File: src/len5_params.svh
`ifndef LEN5_PARAMS_SVH_
`define LEN5_PARAMS_SVH_

// ------------------------------
// Architecture
// ------------------------------

// Data and address width
`define LEN5_XLEN 32

// Instruction width in bits
`define LEN5_ILEN 32

// ------------------------------
// Front end
// ------------------------------

// Number of issue queue slots
`define LEN5_IQ_DEPTH 4

// Program counter value after reset
`define LEN5_BOOT_PC 32'h0000_0000

`endif

File: src/len5_pkg.sv
`default_nettype none

`include "len5_params.svh"

package len5_pkg;

  // ------------------------------
  // Basic words
  // ------------------------------

  // One integer register value or address
  typedef logic [`LEN5_XLEN-1:0] xlen_t;

  // One uncompressed instruction
  typedef logic [`LEN5_ILEN-1:0] instr_t;

  // ------------------------------
  // Exceptions
  // ------------------------------

  // Low bits of the mcause exception code
  typedef enum logic [3:0] {
    INSTR_MISALIGNED   = 4'd0,
    INSTR_ACCESS_FAULT = 4'd1
  } except_code_t;

  // ------------------------------
  // Major opcodes
  // ------------------------------

  // Conditional branches (B-type)
  localparam logic [6:0] OPCODE_BRANCH = 7'b1100011;
  // Jump and link (J-type)
  localparam logic [6:0] OPCODE_JAL    = 7'b1101111;

endpackage

`default_nettype wire

File: src/expipe_pkg.sv
`default_nettype none

package expipe_pkg;

  // ------------------------------
  // Issue queue
  // ------------------------------

  // One slot per fetched instruction
  // 102 bits with 32-bit words
  typedef struct packed {
    // Address the instruction came from
    len5_pkg::xlen_t        curr_pc;
    len5_pkg::instr_t       instruction;
    // Static prediction made at fetch time
    len5_pkg::xlen_t        pred_target;
    logic                   pred_taken;
    // Fetch-side exception info
    logic                   except_raised;
    len5_pkg::except_code_t except_code;
  } iq_entry_t;

endpackage

`default_nettype wire

File: src/fifo.sv
`timescale 1ns/1ps
`default_nettype none

module fifo #(
  parameter type DATA_T = logic,
  parameter int  DEPTH  = 4
) (
  input  logic  clk_i,
  input  logic  arst_n_i,
  input  logic  flush_i,
  // Upstream side
  input  logic  valid_i,
  output logic  ready_o,
  input  DATA_T data_i,
  // Downstream side
  output logic  valid_o,
  input  logic  ready_i,
  output DATA_T data_o
);

  // Pointer and occupancy widths
  localparam int PTR_W = (DEPTH > 1) ? $clog2(DEPTH) : 1;
  localparam int CNT_W = $clog2(DEPTH + 1);

  // ------------------------------
  // Storage and state
  // ------------------------------

  // Payload slots
  DATA_T            mem_q [DEPTH];

  logic [PTR_W-1:0] wr_ptr_q;
  logic [PTR_W-1:0] rd_ptr_q;
  logic [CNT_W-1:0] cnt_q;

  // Goes high on the first edge out of reset
  logic             en_q;

  logic             full;
  logic             push;
  logic             pop;

  // ------------------------------
  // Handshake
  // ------------------------------

  // Ready is "not full" only, a pop does not free a slot early
  assign full    = (cnt_q == CNT_W'(DEPTH));
  assign ready_o = en_q & ~full;
  assign valid_o = (cnt_q != '0);

  // Nothing is written in a flush cycle
  assign push = valid_i & ready_o & ~flush_i;
  assign pop  = valid_o & ready_i;

  // Head slot drives the output directly
  assign data_o = mem_q[rd_ptr_q];

  // ------------------------------
  // Pointers and counter
  // ------------------------------

  always_ff @(posedge clk_i or negedge arst_n_i) begin
    if (!arst_n_i) begin
      wr_ptr_q <= '0;
      rd_ptr_q <= '0;
      cnt_q    <= '0;
      en_q     <= 1'b0;
    end else begin
      en_q <= 1'b1;
      if (flush_i) begin
        // Drop every buffered entry
        wr_ptr_q <= '0;
        rd_ptr_q <= '0;
        cnt_q    <= '0;
      end else begin
        if (push) begin
          wr_ptr_q <= (wr_ptr_q == PTR_W'(DEPTH - 1)) ? '0 : wr_ptr_q + 1'b1;
        end
        if (pop) begin
          rd_ptr_q <= (rd_ptr_q == PTR_W'(DEPTH - 1)) ? '0 : rd_ptr_q + 1'b1;
        end
        // Occupancy only moves when exactly one side fires
        case ({push, pop})
          2'b10:   cnt_q <= cnt_q + 1'b1;
          2'b01:   cnt_q <= cnt_q - 1'b1;
          default: cnt_q <= cnt_q;
        endcase
      end
    end
  end

  // Payload write
  always_ff @(posedge clk_i) begin
    if (push) begin
      mem_q[wr_ptr_q] <= data_i;
    end
  end

endmodule

`default_nettype wire

File: src/fetch_unit.sv
`timescale 1ns/1ps
`default_nettype none

`include "len5_params.svh"

module fetch_unit (
  input  logic                  clk_i,
  input  logic                  arst_n_i,
  // Redirect from the back end
  input  logic                  flush_i,
  input  len5_pkg::xlen_t       redirect_pc_i,
  // Instruction memory port with same-cycle response
  output len5_pkg::xlen_t       imem_addr_o,
  input  len5_pkg::instr_t      imem_instr_i,
  input  logic                  imem_err_i,
  // Toward the issue queue
  output logic                  fetch_valid_o,
  input  logic                  fetch_ready_i,
  output expipe_pkg::iq_entry_t fetch_entry_o
);

  import len5_pkg::*;

  // ------------------------------
  // Declarations
  // ------------------------------

  // Program counter
  xlen_t      pc_q;
  // Low until the first edge after reset
  logic       run_q;
  // Set after an exception entry leaves
  logic       stall_q;

  // Decode of the returned word
  logic [6:0] opcode;
  xlen_t      imm_b;
  xlen_t      imm_j;
  xlen_t      pc_plus4;
  logic       misaligned;

  // Entry accepted by the queue
  logic       fetch_fire;

  // ------------------------------
  // Memory request and decode
  // ------------------------------

  assign imem_addr_o = pc_q;
  assign pc_plus4    = pc_q + xlen_t'(4);
  assign misaligned  = (pc_q[1:0] != 2'b00);
  assign opcode      = imem_instr_i[6:0];

  // B immediate, bit 0 always zero
  assign imm_b = {{(`LEN5_XLEN-12){imem_instr_i[31]}}, imem_instr_i[7],
                  imem_instr_i[30:25], imem_instr_i[11:8], 1'b0};

  // J immediate
  assign imm_j = {{(`LEN5_XLEN-20){imem_instr_i[31]}}, imem_instr_i[19:12],
                  imem_instr_i[20], imem_instr_i[30:21], 1'b0};

  // ------------------------------
  // Entry and static prediction
  // ------------------------------

  always_comb begin
    fetch_entry_o.curr_pc     = pc_q;
    fetch_entry_o.instruction = imem_instr_i;
    // Default is fall-through
    fetch_entry_o.pred_taken  = 1'b0;
    fetch_entry_o.pred_target = pc_plus4;
    case (opcode)
      OPCODE_BRANCH: begin
        // Negative offset usually closes a loop
        if (imem_instr_i[31]) begin
          fetch_entry_o.pred_taken  = 1'b1;
          fetch_entry_o.pred_target = pc_q + imm_b;
        end
      end
      OPCODE_JAL: begin
        fetch_entry_o.pred_taken  = 1'b1;
        fetch_entry_o.pred_target = pc_q + imm_j;
      end
      default: ;
    endcase

    // Misalignment wins over a bus error
    fetch_entry_o.except_raised = misaligned | imem_err_i;
    fetch_entry_o.except_code   = INSTR_MISALIGNED;
    if (!misaligned && imem_err_i) begin
      fetch_entry_o.except_code = INSTR_ACCESS_FAULT;
    end
  end

  // No entry is offered in a flush cycle
  assign fetch_valid_o = run_q & ~stall_q & ~flush_i;
  assign fetch_fire    = fetch_valid_o & fetch_ready_i;

  // ------------------------------
  // PC and stall state
  // ------------------------------

  always_ff @(posedge clk_i or negedge arst_n_i) begin
    if (!arst_n_i) begin
      pc_q    <= `LEN5_BOOT_PC;
      run_q   <= 1'b0;
      stall_q <= 1'b0;
    end else begin
      run_q <= 1'b1;
      if (flush_i) begin
        pc_q    <= redirect_pc_i;
        stall_q <= 1'b0;
      end else if (fetch_fire) begin
        // Target equals PC + 4 when not taken
        pc_q <= fetch_entry_o.pred_target;
        if (fetch_entry_o.except_raised) begin
          stall_q <= 1'b1;
        end
      end
    end
  end

endmodule

`default_nettype wire

File: src/issue_queue.sv
`timescale 1ns/1ps
`default_nettype none

`include "len5_params.svh"

module issue_queue (
  input  logic                   clk_i,
  input  logic                   arst_n_i,
  input  logic                   flush_i,

  // Handshake and data from fetch
  input  logic                   fetch_valid_i,
  output logic                   fetch_ready_o,
  input  expipe_pkg::iq_entry_t  fetch_entry_i,

  // Handshake toward the issue logic
  input  logic                   issue_ready_i,
  output logic                   issue_valid_o,

  // Unpacked head entry
  output len5_pkg::xlen_t        curr_pc_o,
  output len5_pkg::instr_t       instruction_o,
  output len5_pkg::xlen_t        pred_target_o,
  output logic                   pred_taken_o,
  output logic                   except_raised_o,
  output len5_pkg::except_code_t except_code_o
);

  import expipe_pkg::*;

  // Oldest buffered instruction
  iq_entry_t head_entry;

  // ------------------------------
  // Queue storage
  // ------------------------------

  // Fetch entries go in as one packed word
  fifo #(
    .DATA_T(iq_entry_t),
    .DEPTH (`LEN5_IQ_DEPTH)
  ) u_iq_fifo (
    .clk_i   (clk_i),
    .arst_n_i(arst_n_i),
    .flush_i (flush_i),
    .valid_i (fetch_valid_i),
    .ready_o (fetch_ready_o),
    .data_i  (fetch_entry_i),
    .valid_o (issue_valid_o),
    .ready_i (issue_ready_i),
    .data_o  (head_entry)
  );

  // ------------------------------
  // Issue-side fields
  // ------------------------------

  assign curr_pc_o       = head_entry.curr_pc;
  assign instruction_o   = head_entry.instruction;
  // Prediction travels with the instruction
  assign pred_target_o   = head_entry.pred_target;
  assign pred_taken_o    = head_entry.pred_taken;
  assign except_raised_o = head_entry.except_raised;
  assign except_code_o   = head_entry.except_code;

endmodule

`default_nettype wire

File: src/frontend_top.sv
`timescale 1ns/1ps
`default_nettype none

module frontend_top (
  input  logic                   clk_i,
  input  logic                   arst_n_i,

  // Back-end redirect
  input  logic                   flush_i,
  input  len5_pkg::xlen_t        redirect_pc_i,

  // Instruction memory
  output len5_pkg::xlen_t        imem_addr_o,
  input  len5_pkg::instr_t       imem_instr_i,
  input  logic                   imem_err_i,

  // Issue interface
  input  logic                   issue_ready_i,
  output logic                   issue_valid_o,
  output len5_pkg::xlen_t        curr_pc_o,
  output len5_pkg::instr_t       instruction_o,
  output len5_pkg::xlen_t        pred_target_o,
  output logic                   pred_taken_o,
  output logic                   except_raised_o,
  output len5_pkg::except_code_t except_code_o
);

  import expipe_pkg::*;

  // ------------------------------
  // Fetch to queue link
  // ------------------------------

  logic      fetch_valid;
  logic      fetch_ready;
  iq_entry_t fetch_entry;

  // PC, prediction and exception marking
  fetch_unit u_fetch_unit (
    .clk_i        (clk_i),
    .arst_n_i     (arst_n_i),
    .flush_i      (flush_i),
    .redirect_pc_i(redirect_pc_i),
    .imem_addr_o  (imem_addr_o),
    .imem_instr_i (imem_instr_i),
    .imem_err_i   (imem_err_i),
    .fetch_valid_o(fetch_valid),
    .fetch_ready_i(fetch_ready),
    .fetch_entry_o(fetch_entry)
  );

  // Buffer between fetch and issue
  issue_queue u_issue_queue (
    .clk_i          (clk_i),
    .arst_n_i       (arst_n_i),
    .flush_i        (flush_i),
    .fetch_valid_i  (fetch_valid),
    .fetch_ready_o  (fetch_ready),
    .fetch_entry_i  (fetch_entry),
    .issue_ready_i  (issue_ready_i),
    .issue_valid_o  (issue_valid_o),
    .curr_pc_o      (curr_pc_o),
    .instruction_o  (instruction_o),
    .pred_target_o  (pred_target_o),
    .pred_taken_o   (pred_taken_o),
    .except_raised_o(except_raised_o),
    .except_code_o  (except_code_o)
  );

endmodule

`default_nettype wire

File: config.mk
export PLATFORM = sky130hd
export DESIGN_NAME = frontend_top
export DESIGN_NICKNAME = d
export VERILOG_FILES = /design/src/len5_pkg.sv /design/src/expipe_pkg.sv /design/src/fifo.sv /design/src/fetch_unit.sv /design/src/issue_queue.sv /design/src/frontend_top.sv
export VERILOG_INCLUDE_DIRS = /design/src
export SDC_FILE = /design/constraint.sdc
export NUM_CORES = 1
export LEC_CHECK = 0
export BUFFER_PORTS_ARGS = -buffer_cell sky130_fd_sc_hd__buf_4
export CAP_MARGIN = 10
export CORE_MARGIN = 2
export CORE_UTILIZATION = 45
export DETAILED_ROUTE_END_ITERATION = 6
export SETUP_SLACK_MARGIN = 0.4
export SYNTH_ARGS = -nofsm -noshare
export SYNTH_HDL_FRONTEND = slang
export SYNTH_SLANG_ARGS = --single-unit
File: constraint.sdc
create_clock -name clk_i -period 7.77 [get_ports clk_i]
set_input_delay 0.3885 -clock clk_i [delete_from_list [all_inputs] [get_ports clk_i]]
set_output_delay 0.3885 -clock clk_i [all_outputs]
set_load 0.02 [all_outputs]
### Word level (Yosys, flattened, before mapping)

Memory sizes are Yosys's and may differ from the RTL's.
Cells that the tools add are included.

| word-level totals | value |
|---|---|
| flip-flop bits (word level) | 41 |
| latch bits | 0 |
| RAM bits | 396 |
| memory bits (read-only) | 0 |
| bits of input ports | 69 |
| output and inout port bits | 135 |
| logic and storage cells | 59 |
| memories | 1 |

Memory list:

| memory | words | bits a word | rd ports | clocked after Yosys merged registers in | wr ports | line | source |
|---|---|---|---|---|---|---|---|
| u_issue_queue.u_iq_fifo.mem_q | 4 | 99 | 1 | 0 | 1 | fifo.sv:30 | `DATA_T mem_q [DEPTH];` |

| cells by class | value |
|---|---|
| add/sub/neg operators | 7 |
| $mul | 0 |
| divide/modulo/power cells | 0 |
| order comparisons | 0 |
| equal/unequal tests | 7 |
| shifts and indexed selects | 0 |
| muxes and demuxes | 18 |
| bitwise operators | 10 |
| reduce and logical (&&, ||, !) cells | 10 |

Operator list:

| kind | count |
|---|---|
| $pmux 33 s2 | 1 |
| $add 32x32->32 | 2 |
| $mux 32 | 2 |
| $mux 33 | 1 |
| $add 32x3->32 const B | 1 |
| $eq 7x7->1 const B | 2 |
| $mux 2 | 6 |
| $reduce_bool 2->1 | 5 |
| $and 1x1->1 | 6 |
| $eq 2x2->1 const B | 3 |
| $mux 1 | 6 |
| $pmux 3 s2 | 1 |
| $reduce_bool 3->1 | 2 |
| $add 2x1->2 const B | 2 |
| $add 3x1->3 const B | 1 |
| $eq 3x3->1 const B | 1 |
| $mux 3 | 1 |
| $not 1->1 | 3 |
| $sub 3x1->3 const B | 1 |
| $eq 2x1->1 const B | 1 |
| $reduce_and 2->1 | 1 |
| $logic_and 1x1->1 | 1 |
| $logic_not 1->1 | 1 |
| $or 1x1->1 | 1 |

### Logic depth before layout (Yosys ltp)

| logic depth | value |
|---|---|
| word-level depth | 8 |
| depth in mapped cells | 12 |
| gate-level depth less buffers | 10 |

### Cells and area by module

Synthesis repeated with hierarchy kept, for this count alone.

| unflattened totals | value |
|---|---|
| cell total of the unflattened synthesis | 1,394 |
| area, all modules | 21,379.3 µm² |

By module, submodules not included:

| module | instances | cells an instance | area each (µm²) | seq. area each (µm²) |
|---|---|---|---|---|
| fifo | 1 | 595 | 15,353.5 | 12,451.9 |
| fetch_unit | 1 | 799 | 6,025.8 | 850.8 |

### Least setup slack after synthesis

No wires, ideal clock.

| timing | value |
|---|---|
| path kind | input -> register |
| start | in flush_i |
| end | mem u_issue_queue.u_iq_fifo.mem_q[0][0] (netlist name), enable pin |
| setup time | 468 ps |
| arrival | 3,858 ps |
| required time | 7,302 ps |
| slack | 3,444 ps |
| stages | 7 |
| cell sequence | clkbuf_1 > nor2_1 > and3_1 > clkbuf_1 > clkbuf_1 > clkbuf_1 > and2_1 |

| between the ends | value |
|---|---|
| word-level cells in the longest chain between the ends | 6 |

Ends and longest elaborated chain:

| element | line | source |
|---|---|---|
| from (decl) | frontend_top.sv:9 | `input logic flush_i,` |
| $not 1->1 * | fifo.sv:53, fetch_unit.sv:96 |  |
| $and 1x1->1 | fetch_unit.sv:96 | `assign fetch_valid_o = run_q & ~stall_q & ~flush_i;` |
| $and 1x1->1 | fifo.sv:53 | `assign push = valid_i & ready_o & ~flush_i;` |
| $and 1x1->1 * | fifo.sv:53 |  |
| $mux 1 * | fifo.sv:95 | `if (push) begin` |
| $mux 1 (not written as such) * | fifo.sv:96 | `mem_q[wr_ptr_q] <= data_i;` |
| to (decl) | fifo.sv:30 |  |

Every way passes the cells marked *; elsewhere a longest branch is shown, timed or not.

==> out/qor.yml <==
vdd_drop_max_v: 0.000156
tns_ns: 0
area_delta_synth_final_pct: 16.4
setup_slack_ns: 4.17
synth.distinct_cells: 87
preCtsSetupSlack_ns: 4.21
path_max_fanout: 11
dpl-instance-area_mm2: 0.0223
worstPathArrival_ns: 4.07
first_iter_violations: 968
syn_area_mm2: 0.0205
drt_wl_total_um: 51700
max_freq_mhz: 278
cts_setup_buffers: 0
yosysSeqAreaShare_pct: 62.5
ys_warn_count: 0
cp-start-kind: "flip-flop"
hp-start: "imem_instr_i[20]"
postRouteAntennaNets: 0
crit_type: "flip-flop to flip-flop"
critPathRequiredTime_ns: 8.23
r2r-start: "u_fetch_unit.imem_addr_o[1]"
finalCritPeriodShare_pct: 46.4
powerDensity_mw_per_mm2: 322
utilization_pct: 52.8
dr.pass1.iters: 5
vias_per_cell: 5.87
fp.dieW_um: 217
grt_pass1_vias: 12700
drive_gt1_share_pct: 26.4
final_common_cell: "edfxtp_1"
grt_pass1_wl_um: 77800
netlist_instances: 1366
cpMaxStageDelayCell: "o311ai_0"
crit_path_start: "u_fetch_unit.imem_addr_o[1]"
antenna_found_initial: 3
fin_crit_ns: 3.60
vias: 12700
cts_resized: 0
final_nets: 1642
cts_buffer_depth: 3
overflow: 0
ioPinCount: 204
antenna_cells: 0
drcViolationCount: 0
tightestPinTransition_ns: 1.11
async_reset_ff_share_pct: 9.47
cp_common_cell: "o21ai_0"
final_hold_viol_count: 0
cts_buffers: 46
grt_start_max_net_pins: 59
clk-insertion-delay-late_ns: 0.58
cts_tree: "built"
maxSlewViolCount: 0
setup_viol: 0
die_y_um: 217
grtUsageTotal_pct: 21.9
die-area_mm2: 0.0472
synth_edf_count: 392
place.detailed.hpwl_um: 34200
fin_hold_ws_ns: 0.0322
run_status: "complete, no violations"
path_cells: "ha_1 -> fa_1 -> a211oi_1 -> o21ai_0 -> a21oi_2 -> o21ai_0 -> o311ai_0 -> mux2i_1 -> o211ai_1 -> a21o_1"
max_cap_violations: 0
synth_seq_cells: 433
most-common-layout-cells: "edfxtp_1, buf_4, mux4_2"
cts.sinks: 433
synth_flop_cell: "edfxtp_1"
fp-row-count: 78
coreArea_mm2: 0.0451
cts_max_level: 2
place_congestion: 0.903
port_buffers: 200
critPathMaxStageDelay_ns: 0.53
clockRootBuffer: "clkbuf_16"
rsz0062_at_grt: "no"
slew_headroom_pct: 25.5
p_leak_nw: 8.42
hp-class: "primary input to flip-flop"
wire_per_inst_um: 24.0
start_util_pct: 45.4
finalInstanceArea_mm2: 0.0238
syn_avg_cell_area_um2: 15.0
cts_hold_buf: 2
crit_path_end_kind: "flip-flop"
skew_ns: 0.0206
path_clk_slew_ns: 0.06
[where the power goes]
part | switching [W] | internal (W)
combinational | 0.00140 | 0.00105
sequential | 0.000230 | 0.00283
clock | 0.000873 | 0.00130
total | 0.00250 | 0.00518
[registers in the layout (all words and copies together) (netlist names)]
register and cells:
u_issue_queue.u_iq_fifo.rd_ptr_q 2, u_issue_queue.u_iq_fifo.mem_q 392, u_fetch_unit.stall_q 1, u_issue_queue.u_iq_fifo.en_q 1
u_issue_queue.u_iq_fifo.wr_ptr_q 2, u_fetch_unit.imem_addr_o 32, u_issue_queue.u_iq_fifo.cnt_q 3
[path summary, 6_finish.rpt]
| kind | endpoint | slack, ns | cells past startpoint |
|---|---|---|---|
| hold reg to reg | u_fetch_unit.stall_q | 0.53 | 1 |
| setup / recovery | u_fetch_unit.imem_addr_o[29] | 4.17 | 10 |
| setup reg to reg | u_fetch_unit.imem_addr_o[29] | 4.17 | 10 |
| min in group asynchronous | u_fetch_unit.imem_addr_o[28] | 0.41 | 2 |
| max in group asynchronous | u_issue_queue.u_iq_fifo.rd_ptr_q[1] | 6.84 | 2 |
| hold / removal | u_issue_queue.u_iq_fifo.mem_q[2][55] | 0.03 | 1 |
[stage by stage]
stage | total power [W] | instances
final | 0.00768 | 2159
after global routing | 0.00803 | 2159
after CTS | 0.00775 | 2159
after detailed placement | 0.00557 | 2071
after global placement | 0.00555 | 2071
after floorplan | 0.00472 | 1368
[layer usage]
| metal | GRT usage [%] | share of wire [%] | routed length, µm |
|---|---|---|---|
| met1 | 31.3 | 45 | 23200 |
| met2 | 34.9 | 47 | 24400 |
| met3 | 2.96 | 5.2 | 2690 |
| met4 | 6.96 | 2.6 | 1320 |
| met5 | 0 | 0.052 | 27 |
[cell families after synthesis]
kind of cell               count (synthesis)  synth area share, %
DFF                                      433                 62.5
AOI/OAI and AO/OA                        296                 10.4
muxes                                    109                 11.4
xor gates and xnor gates                  61                 2.61
other                                      2               0.0367
and+or+nand+nor                          282                 6.54
adders and majority gates                 52                 3.29
buffers and inverters                    131                 3.23
[critical path: cells and delay by family, from the launching register on]
family,cells,cell delay [ns]
compound gates,7,2.03
fa+ha+maj,2,0.75
flops,1,0.48
mux,1,0.24
[Yosys cell counts, drive strengths merged (4+ instances only)]
library cell	count	area (µm²)
a22o	20	175
buf	64	408
o21bai	9	67.6
nor4	5	31.3
nor2	67	251
a21boi	4	30.0
nand4	21	138
a211oi	18	140
mux4	98	2210
xor2	27	236
xnor2	34	298
edfxtp	392	11800
nand2	98	370
a21o	32	241
a221o	7	71.3
a22oi	13	97.6
inv	22	82.6
a211o	4	35.0
and3	7	43.8
mux2i	8	80.1
ha	49	613
dfrtp	41	1030
a21oi	57	300
and2	12	75.1
or3	11	73.8
clkbuf	45	170
o211ai	8	60.1
o21ai	49	253
nand3	23	115
o2111ai	4	35.0
o22ai	7	43.8
o221ai	13	114
a31oi	11	68.8
o21a	8	60.1
a221oi	5	43.8
nand2b	4	25.0
or2	4	25.0
nor3	18	90.1
[cell type report]
cell class              instances  area [µm²]
fillers                      3802       21300
flip-flops and latches        433       12800
inverters                      22        82.6
repair buffers                214        1610
multi-input cells             804        7040
clock inverters                13         168
well taps                     600         751
clock buffers                  73        1350
No activity file was read; power rests on OpenSTA's default activity.
